==> config.mk <==
export PLATFORM = sky130hd
export DESIGN_NAME = camera_previewer
export DESIGN_NICKNAME = d
export VERILOG_FILES = /design/src/common/previewer_pkg.sv /design/src/logic/camera_previewer.sv /design/src/logic/camera_timing.sv /design/src/frame_output/frame_serializer.sv /design/src/host_link/constants_controller.sv /design/src/host_link/word_concatenator.sv
export SDC_FILE = /design/constraint.sdc
export NUM_CORES = 1
export LEC_CHECK = 0
export ABC_CLOCK_PERIOD_IN_PS = 2900
export BUFFER_PORTS_ARGS = -buffer_cell sky130_fd_sc_hd__buf_2
export CAP_MARGIN = 0
export CORE_MARGIN = 2
export CORE_UTILIZATION = 40
export DETAILED_ROUTE_END_ITERATION = 10
export HOLD_SLACK_MARGIN = 0.06
export PLACE_DENSITY = 0.61
export SYNTH_ARGS = -nofsm -noshare
export SYNTH_HDL_FRONTEND = slang
export SYNTH_HIERARCHICAL = 1
export SYNTH_SLANG_ARGS = --single-unit
==> constraint.sdc <==
create_clock -name clk_pll -period 2.9 [get_ports clk_pll]
set_input_delay 0.145 -clock clk_pll [delete_from_list [all_inputs] [get_ports clk_pll]]
set_output_delay 0.145 -clock clk_pll [all_outputs]
set_load 0.02 [all_outputs]
==> src/common/previewer_pkg.sv <==
`default_nettype none

package previewer_pkg;

    ////////////////////////////////////////////////////////////////////////////
    // image and matrix geometry
    localparam int PRECISION = 8;
    localparam int COEFF_WIDTH = 11 + PRECISION;
    localparam int NUM_CAMERAS = 2;
    localparam int MATRIX_COEFFS = 9;

    localparam int RAW_IMAGE_WIDTH = 640;
    localparam int IMAGE_WIDTH = 512;
    localparam int ROI_WIDTH = 400;
    localparam int DEFAULT_PRE_ROI_COL = (RAW_IMAGE_WIDTH - IMAGE_WIDTH) / 2;
    localparam int DEFAULT_POST_ROI_COL = (IMAGE_WIDTH - ROI_WIDTH) / 2;

    ////////////////////////////////////////////////////////////////////////////
    // output framing and camera timing
    // ascii "BIVFRAME", sent most significant byte first
    localparam logic [63:0] MAGIC_NUM = 64'h4249_5646_5241_4d45;
    localparam int HEADER_BYTES = 8;
    localparam int HDR_IDX_BITS = $clog2(HEADER_BYTES);
    localparam int SPACE_THRESHOLD = 32;

    localparam int SHUTTER_PERIOD = 1024;
    localparam int SHUTTER_CNT_BITS = $clog2(SHUTTER_PERIOD);
    localparam int MCLK_DIV_BITS = 2;

    ////////////////////////////////////////////////////////////////////////////
    // host command map
    localparam int CMD_BYTES = 6;
    localparam int CMD_CNT_BITS = $clog2(CMD_BYTES);
    localparam logic [15:0] ADDR_MATRIX_BASE = 16'h0000;
    localparam logic [15:0] ADDR_PRE_ROI = 16'h0100;
    localparam logic [15:0] ADDR_POST_ROI = 16'h0101;
    localparam logic [15:0] ADDR_SHUTTER_EN = 16'h0200;

    typedef logic signed [COEFF_WIDTH-1:0] coeff_t;

    typedef struct packed {
        logic [15:0] addr;
        logic [31:0] data;
    } command_t;

    typedef struct packed {
        logic [15:0] row;
        logic [15:0] col;
    } roi_corner_t;

    // coefficient sits in the low bits of the data word
    typedef struct packed {
        logic [31-COEFF_WIDTH:0] pad;
        coeff_t                  coeff;
    } coeff_word_t;

    typedef union packed {
        roi_corner_t roi;
        coeff_word_t coeff;
    } cmd_data_u;

    // [camera][coefficient], row-major 3x3
    typedef coeff_t [NUM_CAMERAS-1:0][MATRIX_COEFFS-1:0] matrix_set_t;

    typedef struct packed {
        logic [7:0] ch0;
        logic [7:0] ch1;
    } pixel_pair_t;

endpackage

`default_nettype wire
==> src/logic/camera_previewer.sv <==
`timescale 1ns/1ns
`default_nettype none

module camera_previewer (
    input  wire logic                       clk_pll,
    input  wire logic                       sys_reset,
    input  wire logic [7:0]                 host_byte_i,
    input  wire logic                       host_byte_valid_i,
    input  wire previewer_pkg::pixel_pair_t pixel_i,
    input  wire logic                       pixel_valid_i,
    input  wire logic                       sof_i,
    output logic                            stall_o,
    input  wire logic [15:0]                fifo_space_i,
    output logic [7:0]                      out_byte_o,
    output logic                            out_byte_valid_o,
    output previewer_pkg::matrix_set_t      matrices_o,
    output previewer_pkg::roi_corner_t      pre_roi_o,
    output previewer_pkg::roi_corner_t      post_roi_o,
    output logic                            mclk_o,
    output logic                            shutter_trig_o
);
    import previewer_pkg::*;

    command_t cmd;
    logic     cmd_valid;
    logic     shutter_en;

    ////////////////////////////////////////////////////////////////////////////
    // host command path
    word_concatenator u_word_concatenator (
        .clk_pll     (clk_pll),
        .sys_reset   (sys_reset),
        .byte_i      (host_byte_i),
        .byte_valid_i(host_byte_valid_i),
        .cmd_o       (cmd),
        .cmd_valid_o (cmd_valid)
    );

    constants_controller u_constants_controller (
        .clk_pll     (clk_pll),
        .sys_reset   (sys_reset),
        .cmd_i       (cmd),
        .cmd_valid_i (cmd_valid),
        .matrices_o  (matrices_o),
        .pre_roi_o   (pre_roi_o),
        .post_roi_o  (post_roi_o),
        .shutter_en_o(shutter_en)
    );

    ////////////////////////////////////////////////////////////////////////////
    // camera timing and frame output
    camera_timing u_camera_timing (
        .clk_pll       (clk_pll),
        .sys_reset     (sys_reset),
        .shutter_en_i  (shutter_en),
        .mclk_o        (mclk_o),
        .shutter_trig_o(shutter_trig_o)
    );

    frame_serializer u_frame_serializer (
        .clk_pll         (clk_pll),
        .sys_reset       (sys_reset),
        .pixel_i         (pixel_i),
        .pixel_valid_i   (pixel_valid_i),
        .sof_i           (sof_i),
        .stall_o         (stall_o),
        .fifo_space_i    (fifo_space_i),
        .out_byte_o      (out_byte_o),
        .out_byte_valid_o(out_byte_valid_o)
    );

endmodule

`default_nettype wire

==> src/logic/camera_timing.sv <==
`timescale 1ns/1ns
`default_nettype none

module camera_timing (
    input  wire logic clk_pll,
    input  wire logic sys_reset,
    input  wire logic shutter_en_i,
    output logic      mclk_o,
    output logic      shutter_trig_o
);
    import previewer_pkg::*;

    logic [MCLK_DIV_BITS-1:0]    div_cnt;
    logic [SHUTTER_CNT_BITS-1:0] shutter_cnt;

    ////////////////////////////////////////////////////////////////////////////
    // master clock, core clock divided by four
    always_ff @(posedge clk_pll) begin
        if (sys_reset) begin
            div_cnt <= '0;
        end else begin
            div_cnt <= div_cnt + 1'b1;
        end
    end

    // top bit of the divider, only ever drives a pin
    assign mclk_o = div_cnt[MCLK_DIV_BITS-1];

    ////////////////////////////////////////////////////////////////////////////
    // shutter release pulse
    always_ff @(posedge clk_pll) begin
        if (sys_reset || !shutter_en_i) begin
            // held clear so the first pulse is a full period out
            shutter_cnt    <= '0;
            shutter_trig_o <= 1'b0;
        end else if (shutter_cnt == SHUTTER_CNT_BITS'(SHUTTER_PERIOD - 1)) begin
            shutter_cnt    <= '0;
            shutter_trig_o <= 1'b1;
        end else begin
            shutter_cnt    <= shutter_cnt + 1'b1;
            shutter_trig_o <= 1'b0;
        end
    end

endmodule

`default_nettype wire

==> src/frame_output/frame_serializer.sv <==
`timescale 1ns/1ns
`default_nettype none

module frame_serializer (
    input  wire logic                       clk_pll,
    input  wire logic                       sys_reset,
    input  wire previewer_pkg::pixel_pair_t pixel_i,
    input  wire logic                       pixel_valid_i,
    input  wire logic                       sof_i,
    output logic                            stall_o,
    input  wire logic [15:0]                fifo_space_i,
    output logic [7:0]                      out_byte_o,
    output logic                            out_byte_valid_o
);
    import previewer_pkg::*;

    typedef enum logic [1:0] {
        IDLE,
        HEADER,
        CH0,
        CH1
    } state_t;

    state_t                  state;
    logic [HDR_IDX_BITS-1:0] byte_idx;
    pixel_pair_t             pixel_q;
    logic                    has_space;
    logic                    accept;
    logic                    emit;
    logic [7:0]              header_byte;
    logic [7:0]              next_byte;

    ////////////////////////////////////////////////////////////////////////////
    // host fifo back-pressure, one cycle late
    always_ff @(posedge clk_pll) begin
        if (sys_reset) begin
            has_space <= 1'b0;
        end else begin
            has_space <= fifo_space_i > 16'(SPACE_THRESHOLD);
        end
    end

    // one pixel in flight at a time
    assign stall_o = (state != IDLE) || !has_space;
    assign accept = pixel_valid_i && !stall_o;

    always_ff @(posedge clk_pll) begin
        if (accept) begin
            pixel_q <= pixel_i;
        end
    end

    // byte_idx is zero whenever the fsm sits in IDLE
    assign header_byte = MAGIC_NUM[8*(HEADER_BYTES-1-byte_idx) +: 8];

    always_comb begin
        emit = 1'b0;
        next_byte = pixel_q.ch1;
        case (state)
            IDLE: begin
                emit = accept;
                next_byte = sof_i ? header_byte : pixel_i.ch0;
            end
            HEADER: begin
                emit = has_space;
                next_byte = header_byte;
            end
            CH0: begin
                emit = has_space;
                next_byte = pixel_q.ch0;
            end
            default: begin
                emit = has_space;
            end
        endcase
    end

    ////////////////////////////////////////////////////////////////////////////
    // sequencing
    always_ff @(posedge clk_pll) begin
        if (sys_reset) begin
            state            <= IDLE;
            byte_idx         <= '0;
            out_byte_valid_o <= 1'b0;
        end else begin
            out_byte_valid_o <= emit;
            if (emit) begin
                case (state)
                    IDLE: begin
                        if (sof_i) begin
                            byte_idx <= HDR_IDX_BITS'(1);
                            state    <= HEADER;
                        end else begin
                            state <= CH1;
                        end
                    end
                    HEADER: begin
                        if (byte_idx == HDR_IDX_BITS'(HEADER_BYTES - 1)) begin
                            byte_idx <= '0;
                            state    <= CH0;
                        end else begin
                            byte_idx <= byte_idx + 1'b1;
                        end
                    end
                    CH0: state <= CH1;
                    default: state <= IDLE;
                endcase
            end
        end
    end

    always_ff @(posedge clk_pll) begin
        if (emit) begin
            out_byte_o <= next_byte;
        end
    end

endmodule

`default_nettype wire

==> src/host_link/constants_controller.sv <==
`timescale 1ns/1ns
`default_nettype none

module constants_controller (
    input  wire logic                    clk_pll,
    input  wire logic                    sys_reset,
    input  wire previewer_pkg::command_t cmd_i,
    input  wire logic                    cmd_valid_i,
    output previewer_pkg::matrix_set_t   matrices_o,
    output previewer_pkg::roi_corner_t   pre_roi_o,
    output previewer_pkg::roi_corner_t   post_roi_o,
    output logic                         shutter_en_o
);
    import previewer_pkg::*;

    cmd_data_u data_view;

    assign data_view = cmd_i.data;

    ////////////////////////////////////////////////////////////////////////////
    // bilinear matrices
    // coefficient k of camera c lives at base + 9c + k
    always_ff @(posedge clk_pll) begin
        if (sys_reset) begin
            for (int c = 0; c < NUM_CAMERAS; c++) begin
                for (int k = 0; k < MATRIX_COEFFS; k++) begin
                    // identity, diagonal is 1.0 in fixed point
                    if (k / 3 == k % 3) begin
                        matrices_o[c][k] <= coeff_t'(1 << PRECISION);
                    end else begin
                        matrices_o[c][k] <= '0;
                    end
                end
            end
        end else if (cmd_valid_i) begin
            for (int c = 0; c < NUM_CAMERAS; c++) begin
                for (int k = 0; k < MATRIX_COEFFS; k++) begin
                    if (cmd_i.addr == 16'(ADDR_MATRIX_BASE + MATRIX_COEFFS * c + k)) begin
                        matrices_o[c][k] <= data_view.coeff.coeff;
                    end
                end
            end
        end
    end

    ////////////////////////////////////////////////////////////////////////////
    // roi corners and shutter enable
    always_ff @(posedge clk_pll) begin
        if (sys_reset) begin
            pre_roi_o.row  <= '0;
            pre_roi_o.col  <= 16'(DEFAULT_PRE_ROI_COL);
            post_roi_o.row <= '0;
            post_roi_o.col <= 16'(DEFAULT_POST_ROI_COL);
            shutter_en_o   <= 1'b0;
        end else if (cmd_valid_i) begin
            // unmapped addresses fall through untouched
            case (cmd_i.addr)
                ADDR_PRE_ROI: begin
                    pre_roi_o <= data_view.roi;
                end
                ADDR_POST_ROI: begin
                    post_roi_o <= data_view.roi;
                end
                ADDR_SHUTTER_EN: begin
                    shutter_en_o <= cmd_i.data[0];
                end
                default: begin
                end
            endcase
        end
    end

endmodule

`default_nettype wire

==> src/host_link/word_concatenator.sv <==
`timescale 1ns/1ns
`default_nettype none

module word_concatenator (
    input  wire logic               clk_pll,
    input  wire logic               sys_reset,
    input  wire logic [7:0]         byte_i,
    input  wire logic               byte_valid_i,
    output previewer_pkg::command_t cmd_o,
    output logic                    cmd_valid_o
);
    import previewer_pkg::*;

    logic [8*CMD_BYTES-1:0]  acc_q;
    logic [CMD_CNT_BITS-1:0] byte_cnt;

    // first byte ends up in the top of the word
    always_ff @(posedge clk_pll) begin
        if (byte_valid_i) begin
            acc_q <= {acc_q[8*CMD_BYTES-9:0], byte_i};
        end
    end

    // byte count modulo CMD_BYTES
    always_ff @(posedge clk_pll) begin
        if (sys_reset) begin
            byte_cnt    <= '0;
            cmd_valid_o <= 1'b0;
        end else begin
            cmd_valid_o <= 1'b0;
            if (byte_valid_i) begin
                if (byte_cnt == CMD_CNT_BITS'(CMD_BYTES - 1)) begin
                    byte_cnt    <= '0;
                    cmd_valid_o <= 1'b1;
                end else begin
                    byte_cnt <= byte_cnt + 1'b1;
                end
            end
        end
    end

    // only meaningful while cmd_valid_o is high
    assign cmd_o = acc_q;

endmodule

`default_nettype wire

==> results of run 1 <==
-- layout by cell type, fill, tap and decap left out, drive strengths merged, types with 4 or more instances in the layout --
cell type    instances
buf                491
dfxtp              431
nand2b             401
mux2i              381
clkbuf              77
edfxtp              72
o21ai               69
nor2b               33
dlygate4sd3         31
nor2                31
nand2               25
inv                 16
a21oi               13
clkinv              11
ha                  10
nand4                7
or4                  6
nand3                6
nor3                 6
nor4                 6
bufinv               5
or3                  5
xnor2                4
nand4b               4
a22oi                4
-- area by class of cell --
class	instances	area share
clock inverters	21	0.0110
multi-input cells	1049	0.332
flip-flops and latches	503	0.441
repair buffers	522	0.118
inverters	12	0.00184
well taps	622	0.0318
clock buffers	77	0.0643
-- state kept, by name (all words and copies together) (netlist names) --
register                             count
u_frame_serializer/pixel_q              16
u_camera_timing/div_cnt                  2
u_constants_controller/shutter_en_o      1
u_frame_serializer/state                 2
u_camera_timing/shutter_cnt             10
u_word_concatenator/byte_cnt             3
u_frame_serializer/byte_idx              3
u_constants_controller/post_roi_o       32
u_frame_serializer/out_byte_o            8
u_word_concatenator/cmd_valid_o          1
u_constants_controller/pre_roi_o        32
u_frame_serializer/has_space             1
u_frame_serializer/out_byte_valid_o      1
u_constants_controller/matrices_o      342
u_camera_timing/shutter_trig_o           1
u_word_concatenator/cmd_o               48
-- cells in the mapped netlist (all sizes together) (5+ instances only) --
master    n  share of area
edfxtp   72           0.11
buf      35          0.014
nor3      6         0.0018
ha       10         0.0064
a21oi    13         0.0033
o21ai    69          0.018
nor2     31         0.0060
nand4     7         0.0022
or3       5         0.0017
nand2    25         0.0094
nand3     6         0.0018
mux2i   381           0.20
clkbuf   98          0.019
or4       6         0.0023
dfxtp   431           0.44
nor2b    33          0.011
nand2b  401           0.13
nor4      6         0.0042
inv      12         0.0023
-- metrics by stage --
step | hold slack (ns) | setup slack [ns]
6_report | 0.263 | 0.329
5_1_grt | 0.240 | 0.192
4_1_cts | 0.216 | 0.296
3_5_place_dp | 0.323 | 0.293
3_3_place_gp | 0.322 | 0.370
2_1_floorplan | 0.212 | 0.627
-- power breakdown --
part,leakage [nW],total [W],switching [W],internal (W)
Sequential,4.17,0.00723,0.0000568,0.00717
Clock,0.917,0.00712,0.00289,0.00423
Combinational,7.48,0.000665,0.000428,0.000237
Total,12.6,0.0150,0.00338,0.0116
-- routing by layer --
layer / vias up / track usage
li1: 6629 / -
met1: 6753 / 0.286
met2: 405 / 0.378
met3: 86 / 0.0643
met4: 0 / 0.0716
met5: - / 0
-- final timing paths --
kind / start / depth (start not counted) / end / slack [ns]
setup reg to reg: u_word_concatenator/cmd_o[38] / 4 / u_constants_controller/matrices_o[299] / 0.33
hold / removal: pixel_i[5] / 2 / u_frame_serializer/pixel_q[5] / 0.26
setup / recovery: u_word_concatenator/cmd_o[38] / 4 / u_constants_controller/matrices_o[299] / 0.33
hold reg to reg: u_camera_timing/div_cnt[0] / 1 / u_camera_timing/div_cnt[0] / 0.43
-- cell families after synthesis --
group                      synth area share
adders and majority gates           0.00640
xor gates and xnor gates            0.00224
AOI/OAI and AO/OA                    0.0302
muxes                                 0.197
and+or+nand+nor                       0.178
DFF                                   0.552
buffers and inverters                0.0347
-- timing repair --
item,CTS,global route
endpoints found under the setup margin,0,0
endpoints found under the hold margin,49,0
hold buffers,31,0
-- worst reg2reg max path: stages (launching register included) --
cell      delay [ns]
edfxtp_1        0.44
or4_1           0.69
nor4_4          0.68
nand2_4         0.38
mux2i_1         0.22
==> metrics.md, run 1 <==
| Metric | Value |
|---|---|
| Clock network latency to the later pin of the worst-skew pair | 0.61 ns |
| Slew headroom | 0.380 |
| Input/output buffers | 462 |
| Maximum cell stage delay along the critical path | 0.69 ns |
| Initial antenna violation count | 1 |
| Result of the run | finished clean |
| Worst Path Max Fanout | 19 |
| Chip height | 225 um |
| Cts bufs inserted | 53 |
| Number of warnings issued by yosys | 6 |
| Power per cell area | 614 nW/um^2 |
| Sequential cell area | 10800 sq um |
| Post-Synthesis Mean Instance Area | 11.5 sq um |
| Number of primary I/O pins | 463 |
| Highest routed metal layer | met4 |
| Number of failing hold endpoints at the final stage | 0 |
| Placed instance area | 22300 sq um |
| Signed area change from the synthesized netlist to the final layout | 25.1% |
| Max IR drop VDD | 0.000394 V |
| Initial cell density of the core | 0.403 |
| Pins over their slew limit | 0 |
| Clock net sink count | 503 |
| Horizontal extent of the die | 225 um |
| Post-Syn Nets | 1752 |
| TritonRoute pass-1 iters | 5 |
| Diode insertion count for antenna repair | 0 |
| Number of buffer and inverter stages on the critical path | 0 |
| Half-perimeter wire length of the detailed placement result | 38700 um |
| TritonCTS clock tree | yes |
| Cell chosen for the clock root | clkbuf_16 |
| Number of remaining DRC errors | 0 |
| Remaining number of nets flagged by the antenna check after routing | 0 |
| Resized Gates After CTS | 0 |
| Max-cap violation count | 0 |
| H-tree lvl count | 2 |
| Nets@finish | 2196 |
| Critical path required time | 3.34 ns |
| Vias per Instance | 4.94 |
| Cell area after synthesis | 19500 sq um |
| Violation count after the first detailed-routing iteration | 892 |
| Weighted congestion reported at the end of routability-driven placement | 0.799 |
| Cells after Synth | 1697 |
| Clock-pin slew reported for the worst setup and hold paths after clock tree synthesis | 0.06 ns |
| RSZ-0062 raised after global routing | no |
| Largest buffer count on any clock path | 3 |
| Final standard cell count with taps included and fillers excluded | 2806 |
| Average detailed-routed wire length per instance | 21.2 um |
| Total track usage | 0.228 |
| Critical path arrival | 3.01 ns |
| Largest net degree at the start of global routing | 138 |
| Cell-by-cell listing of the critical path | or4_1 > nor4_4 > nand2_4 > mux2i_1 |
| Final-layout setup total negative slack | 0 ns |
| Shortest period the worst path allows | 2.57 ns |
| Actual slew at the worst max-slew pin | 0.931 ns |
| Vias post-DR | 13900 |
| Die ar. | 50600 sq um |
| Routed metal-1 wire length | 25200 um |
| Capturing element type of the critical path | flop |
| Family of cells with the greatest summed delay on the critical path | simple AND/OR/NAND/NOR gates |
| Core utilization of the finished layout | 0.504 |
| Number of setup buffers added after CTS | 0 |
| Area taken by multi-input logic gates | 8130 sq um |
| Final Cycle Share | 0.887 |
| Setup Skew | 0.0220 ns |
| Synth cell types | 57 |
| LEAKAGE | 12.6 nW |
| Highest-delay cell along the critical path | or4_1 |
| Count of final setup violators | 0 |
| Core area | 48500 sq um |
| Routed length on met3 | 4210 um |
| Final Total Pwr | 0.0150 W |
| Ys async rst share | 0 |
| Number of global-route vias before repair | 13700 |
| Critical path class | flop to flop |
| # rows | 81 |
| Number of enable flip-flop cells after synthesis | 72 |
| Fill cells | 4387 |
| Global route overflow | 0 |
| Post-synthesis register bit count | 503 |
| Final Instance Area | 24500 sq um |
| Fraction of final layout cells with drive strength greater than 1 | 0.285 |
| Sequential share of the synthesized area | 0.552 |
| Number of cells after detailed placement | 2677 |
| Global-route wire length before repair | 86800 um |
| Aggregate routed wire length | 59500 um |
| Top flip-flop cell by instance count after synthesis | dfxtp_1 |
| Worst Setup Start Kind | flop |
| Path class of the lowest-slack min-delay path | primary input to flop |
| Fmax achieved | 389 MHz |
| Routed met2 length | 28400 um |
Note: power is estimated with default switching activity, not from simulation.
==> inputs of run 2 (changes only) <==
--- a/config.mk
+++ b/config.mk
@@ -5,14 +5,14 @@
 export SDC_FILE = /design/constraint.sdc
 export NUM_CORES = 1
 export LEC_CHECK = 0
-export ABC_CLOCK_PERIOD_IN_PS = 2900
+export ABC_CLOCK_PERIOD_IN_PS = 2400
 export BUFFER_PORTS_ARGS = -buffer_cell sky130_fd_sc_hd__buf_2
 export CAP_MARGIN = 0
 export CORE_MARGIN = 2
 export CORE_UTILIZATION = 40
 export DETAILED_ROUTE_END_ITERATION = 10
 export HOLD_SLACK_MARGIN = 0.06
-export PLACE_DENSITY = 0.61
+export PLACE_DENSITY = 0.73
 export SYNTH_ARGS = -nofsm -noshare
 export SYNTH_HDL_FRONTEND = slang
 export SYNTH_HIERARCHICAL = 1
==> constraint.sdc (replaced) <==
create_clock -name clk_pll -period 2.4 [get_ports clk_pll]
set_input_delay 0.12 -clock clk_pll [delete_from_list [all_inputs] [get_ports clk_pll]]
set_output_delay 0.12 -clock clk_pll [all_outputs]
set_load 0.02 [all_outputs]
==> run 2 against run 1 <==
Against the previous run: combinational power rose by 30%; clock power grew 13%; sequential share of layout area fell by 0.12 points; routed wire length is 1.8% higher; global-route usage rose by 0.47 points; clock skew decreased by 0.0085 ns; critical path type unchanged.
==> metrics.md, run 2 (same netlist as run 1, synthesis figures left out) <==
| Metric | Value |
|---|---|
| Result of the run | finished clean |
| Actual slew at the worst max-slew pin | 0.851 ns |
| Slew headroom | 0.433 |
| Pins over their slew limit | 0 |
| Half-perimeter wire length of the detailed placement result | 39800 um |
| Largest net degree at the start of global routing | 185 |
| Initial antenna violation count | 6 |
| Commonest non-fill, non-tap cells in the layout | buf_2 (461), dfxtp_1 (431), nand2b_1 (385) |
| Part of the total power dissipated in sequential elements | 0.495 |
| Number of remaining DRC errors | 0 |
| TritonCTS clock tree | yes |
| Vias post-DR | 14200 |
| Critical path required time | 2.91 ns |
| Setup Skew | 0.0135 ns |
| Most common cell on crit path | buf_4 |
| Signed area change from the synthesized netlist to the final layout | 25.5% |
| Worst reg2reg path depth | 6 |
| Average detailed-routed wire length per instance | 21.4 um |
| Critical path class | flop to flop |
| Endpoint of the worst register-to-register path | u_constants_controller/matrices_o[293] |
| Initial cell density of the core | 0.403 |
| Clock network latency to the later pin of the worst-skew pair | 0.60 ns |
| Internal power | 0.0136 W |
| Endpoint of the worst setup timing path | u_constants_controller/matrices_o[293] |
| Weighted congestion reported at the end of routability-driven placement | 0.846 |
| Beginning of the worst register-to-register path | u_word_concatenator/cmd_o[43] |
| Critical path arrival | 2.78 ns |
| Final-layout setup total negative slack | 0 ns |
| Timing startpoint of the critical path | u_word_concatenator/cmd_o[43] |
| Placed instance area | 22500 sq um |
| Core area | 48500 sq um |
| Nets@finish | 2213 |
| Maximum cell stage delay along the critical path | 0.56 ns |
| Vias per Instance | 5.02 |
| Clock net sink count | 503 |
| Switch Pwr | 0.00407 W |
| Worst Setup Start Kind | flop |
| Clock-pin slew reported for the worst setup and hold paths after clock tree synthesis | 0.06 ns |
| Largest buffer count on any clock path | 3 |
| H-tree lvl count | 2 |
| Number of primary I/O pins | 463 |
| Count of final setup violators | 0 |
| LEAKAGE | 12.6 nW |
| Violation count after the first detailed-routing iteration | 801 |
| Combinational cell fraction of total power | 0.049 |
| Final standard cell count with taps included and fillers excluded | 2823 |
| Fmax achieved | 440 MHz |
| Worst Path Max Fanout | 19 |
| Input/output buffers | 462 |
| Number of global-route vias before repair | 14300 |
| Sw frac | 0.231 |
| Global-route wire length before repair | 88600 um |
| Final Instance Area | 24500 sq um |
| Cell chosen for the clock root | clkbuf_16 |
| Chip height | 225 um |
| RSZ-0062 raised after global routing | no |
| Path length in cells of the critical path | 6 |
| Cell-by-cell listing of the critical path | or4_1 > buf_4 > nor4_4 > buf_4 > nand2_4 > mux2i_1 |
| Number of cells after detailed placement | 2694 |
| Final Cycle Share | 0.947 |
| Cts bufs inserted | 53 |
| Number of buffer and inverter stages on the critical path | 2 |
| Largest register by flop count | u_constants_controller/matrices_o |
| Fraction of final layout cells with drive strength greater than 1 | 0.290 |
| TritonRoute pass-1 iters | 5 |
| Global route overflow | 0 |
| Highest-delay cell along the critical path | or4_1 |
| Most frequent standard cell in the layout excluding fill and tap cells | buf_2 |
| Max-cap violation count | 0 |
| Die ar. | 50600 sq um |
| Power per cell area | 720 nW/um^2 |
| Max IR drop VDD | 0.000477 V |
| Remaining number of nets flagged by the antenna check after routing | 0 |
| Total track usage | 0.232 |
| Capturing element type of the critical path | flop |
| Aggregate routed wire length | 60500 um |
| Horizontal extent of the die | 225 um |
| Share of total power in the clock network | 0.456 |
| Path class of the lowest-slack min-delay path | primary input to flop |
| # rows | 81 |
| Worst setup slack for register-to-register paths | 0.13 ns |
| Shortest period the worst path allows | 2.27 ns |
| Max reg flops | 342 |
| Number of failing hold endpoints at the final stage | 0 |
| Family of cells with the greatest summed delay on the critical path | simple AND/OR/NAND/NOR gates |
==> run 2: cell types whose count changed in the layout (fill, tap and decap cells not counted), sizes merged <==
cell | previous run | this run
bufinv | 5 | 3
inv | 16 | 17
clkbuf | 77 | 68
diode | 0 | 2
buf | 491 | 508
clkinvlp | 1 | 4
clkinv | 11 | 16
==> run 2: worst min path at each step <==
stage | slack [ns] | cells after the start | end | from
2_1_floorplan | 0.19 | 1 | u_camera_timing/div_cnt[0] | sys_reset
5_1_grt | 0.21 | 2 | u_frame_serializer/pixel_q[1] | pixel_i[1]
4_1_cts | 0.19 | 2 | u_frame_serializer/pixel_q[1] | pixel_i[1]
3_3_place_gp | 0.30 | 1 | u_frame_serializer/pixel_q[4] | pixel_i[4]
3_5_place_dp | 0.30 | 1 | u_word_concatenator/cmd_o[2] | host_byte_i[2]
6_report | 0.23 | 2 | u_frame_serializer/pixel_q[1] | pixel_i[1]
==> run 2: final cells by class <==
type | count | area, sq um
clock buffer | 68 | 1450
timing repair buffer | 539 | 3080
tap | 622 | 778
antenna | 2 | 5.00
multi-input combinational | 1049 | 8130
fill | 4324 | 24000
clock inverter | 28 | 240
sequential | 503 | 10800
inverter | 12 | 45.0
==> run 2: worst reg2reg max path: cells and delay by family, from the launching register on <==
family	cells	cell delay (ns)
buffers and inverters	2	0.42
multiplexers	1	0.30
flip-flops	1	0.35
AND/OR/NAND/NOR	3	1.12
==> run 2: layer usage <==
metal  part of all wire  GRT usage  vias up
met5            0.00063          0        -
met4              0.034     0.0850        6
met3              0.075     0.0658      126
met2               0.47      0.377      500
met1               0.42      0.294     6882
li1                   -          -     6661
==> run 2: repair_timing <==
| item | 4_1_cts | 5_1_grt |
|---|---|---|
| hold buffers | 31 | 0 |
| endpoints found under the hold margin | 54 | 0 |
| gates resized for setup | 0 | 4 |
| setup endpoints to repair | 0 | 39 |
| buffers inserted | 0 | 0 |
==> run 2: power groups by stage <==
stage	clock network (W)	registers, W	logic (W)
floorplan	0	0.00891	0.000436
global placement	0	0.00891	0.000804
detailed placement	0	0.00892	0.000817
CTS	0.00825	0.00873	0.000864
global route	0.00857	0.00874	0.000912
finish	0.00806	0.00874	0.000864
==> run 2: per-stage QoR <==
stage | total power (W) | util | worst slack [ns] | hold slack, ns
global route | 0.0182 | 0.505 | 0.000662 | 0.214
floorplan | 0.00935 | - | 0.127 | 0.187
detailed placement | 0.00974 | 0.464 | 0.0327 | 0.299
finish | 0.0177 | 0.505 | 0.127 | 0.232
global placement | 0.00972 | 0.464 | 0.0754 | 0.298
CTS | 0.0178 | 0.505 | 0.0220 | 0.186
==> inputs of run 3 (changes only) <==
--- a/config.mk
+++ b/config.mk
@@ -11,6 +11,7 @@
 export CORE_MARGIN = 2
 export CORE_UTILIZATION = 40
 export DETAILED_ROUTE_END_ITERATION = 10
+export GPL_TIMING_DRIVEN = 0
 export HOLD_SLACK_MARGIN = 0.06
 export PLACE_DENSITY = 0.73
 export SYNTH_ARGS = -nofsm -noshare
==> run 3 against run 2 <==
Against the previous run: first-iteration DRC count is 17% higher; the flow now finishes with violations (negative setup slack); non-clock buffer count grew 94; hold slack worse by 0.14 ns; largest power group unchanged.
==> metrics.md, run 3 (same netlist as run 1, synthesis figures left out) <==
| Metric | Value |
|---|---|
| Most frequent standard cell in the layout excluding fill and tap cells | buf_2 |
| Global route overflow | 0 |
| TritonCTS clock tree | yes |
| Maximum cell stage delay along the critical path | 0.73 ns |
| Number of global-route vias before repair | 14700 |
| Weighted congestion reported at the end of routability-driven placement | 0.838 |
| Result of the run | finished, violations left |
| # rows | 81 |
| Setup Skew | 0.0284 ns |
| Max IR drop VDD | 0.000481 V |
| Largest net degree at the start of global routing | 55 |
| Max-cap violation count | 0 |
| Core area | 48500 sq um |
| Placed instance area | 22600 sq um |
| Violated checks | negative setup slack |
| Shortest period the worst path allows | 2.42 ns |
| Critical path class | flop to flop |
| Worst Path Max Fanout | 10 |
| Worst Setup Start Kind | flop |
| Highest-delay cell along the critical path | or4b_2 |
| Count of final setup violators | 8 |
| Most common cell on crit path | buf_12 |
| Half-perimeter wire length of the detailed placement result | 45400 um |
| Nets@finish | 2307 |
| Max reg flops | 342 |
| Core utilization of the finished layout | 0.515 |
| Violation count after the first detailed-routing iteration | 941 |
| Global-route wire length before repair | 93800 um |
| LEAKAGE | 12.7 nW |
| Largest register by flop count | u_constants_controller/matrices_o |
| Remaining number of nets flagged by the antenna check after routing | 0 |
| Vias per Instance | 5.05 |
| Pins over their slew limit | 0 |
| Horizontal extent of the die | 225 um |
| Initial cell density of the core | 0.403 |
| Number of primary I/O pins | 463 |
| Number of buffer and inverter stages on the critical path | 2 |
| Aggregate routed wire length | 65200 um |
| Number of failing hold endpoints at the final stage | 0 |
| Clock-pin slew reported for the worst setup and hold paths after clock tree synthesis | 0.06 ns |
| Clock net sink count | 503 |
| Capturing element type of the critical path | flop |
| Signed area change from the synthesized netlist to the final layout | 28.0% |
| TritonRoute pass-1 iters | 5 |
| Fmax achieved | 414 MHz |
| Final Cycle Share | 1.01 |
| Critical path required time | 2.82 ns |
| Chip height | 225 um |
| Initial antenna violation count | 2 |
| Worst Setup Slack, final | -0.0165 ns |
| Cell chosen for the clock root | clkbuf_16 |
| Cts bufs inserted | 53 |
| Slew headroom | 0.157 |
| Vias post-DR | 14700 |
| Power per cell area | 726 nW/um^2 |
| Cell-by-cell listing of the critical path | or4b_2 > nor4_4 > buf_12 > nand2_4 > buf_12 > mux2i_1 |
| Critical path arrival | 2.84 ns |
| Actual slew at the worst max-slew pin | 1.26 ns |
| Path class of the lowest-slack min-delay path | primary input to flop |
| Number of remaining DRC errors | 0 |
| Commonest non-fill, non-tap cells in the layout | buf_2 (466), dfxtp_1 (431), nand2b_1 (401) |
| Final Instance Area | 25000 sq um |
| Clock network latency to the later pin of the worst-skew pair | 0.61 ns |
| H-tree lvl count | 2 |
| Input/output buffers | 462 |
| Fraction of final layout cells with drive strength greater than 1 | 0.268 |
| RSZ-0062 raised after global routing | yes |
| Family of cells with the greatest summed delay on the critical path | simple AND/OR/NAND/NOR gates |
| Average detailed-routed wire length per instance | 22.4 um |
| Die ar. | 50600 sq um |
| Total track usage | 0.250 |
| Largest buffer count on any clock path | 3 |
-- run 3: changes by cell type in the layout (fill, tap and decap cells not counted), moves of 5 or more --
cell	previous run	this run
nand2b_2	16	0
buf_4	37	13
buf_6	1	7
buf_2	461	466
clkbuf_1	8	107
nand2b_1	385	401
-- run 3: worst paths after layout --
check / from / end / slack [ns] / cells after the start
min reg2reg: u_word_concatenator/cmd_o[32] / u_word_concatenator/cmd_o[40] / 0.44 / 0
max: u_word_concatenator/cmd_o[47] / u_constants_controller/matrices_o[219] / -0.02 / 6
min: sys_reset / u_camera_timing/shutter_cnt[8] / 0.09 / 3
max reg2reg: u_word_concatenator/cmd_o[47] / u_constants_controller/matrices_o[219] / -0.02 / 6
-- run 3: tightest hold or removal path, cell delays in order --
cell      delay [ns]
buf_2           0.21
nand2b_1        0.25
a21oi_1         0.06
-- run 3: layer usage --
metal | up-vias | global-route usage | wire (um)
li1 | 6847 | - | -
met1 | 7213 | 0.305 | 26300
met2 | 555 | 0.428 | 31900
met3 | 108 | 0.0664 | 5120
met4 | 4 | 0.0837 | 1920
met5 | - | 0 | 24
-- run 3: cell type report --
class	instances	area, sq um
repair buffers	507	2790
inverters	12	45.0
fillers	4288	23500
clock buffers	76	1540
well taps	622	778
multi-input cells	1049	8120
plain buffers	126	706
flip-flops and latches	503	10800
clock inverters	20	258
diodes	1	2.50
-- run 3: repair_timing --
action | CTS | global route
hold buffers | 32 | 0
pin swaps | 5 | 1
gates resized for setup | 14 | 33
endpoints found under the hold margin | 45 | 0
gates cloned | 0 | 2
setup endpoints to repair | 313 | 180
setup buffers | 6 | 5
-- run 3: stage by stage --
step / TNS [ns] / hold WS, ns / setup slack [ns] / total power, W / cells
6_report: -0.0486 / 0.0902 / -0.0165 / 0.0182 / 2916
2_1_floorplan: 0 / 0.187 / 0.127 / 0.00935 / 1697
5_1_grt: -4.19 / 0.149 / -0.0887 / 0.0187 / 2915
3_5_place_dp: -77.21 / 0.299 / -0.876 / 0.00976 / 2781
3_3_place_gp: -68.57 / 0.299 / -0.825 / 0.00974 / 2781
4_1_cts: 0 / 0.0741 / 0.00666 / 0.0183 / 2910
-- run 3: report_power, final --
part           leakage [nW]  internal, W  total (W)  switching, W
Sequential             4.17      0.00866    0.00873     0.0000614
Clock                 0.889      0.00508    0.00852       0.00344
Combinational          7.69     0.000306   0.000912      0.000605
Total                  12.7       0.0140     0.0182       0.00411
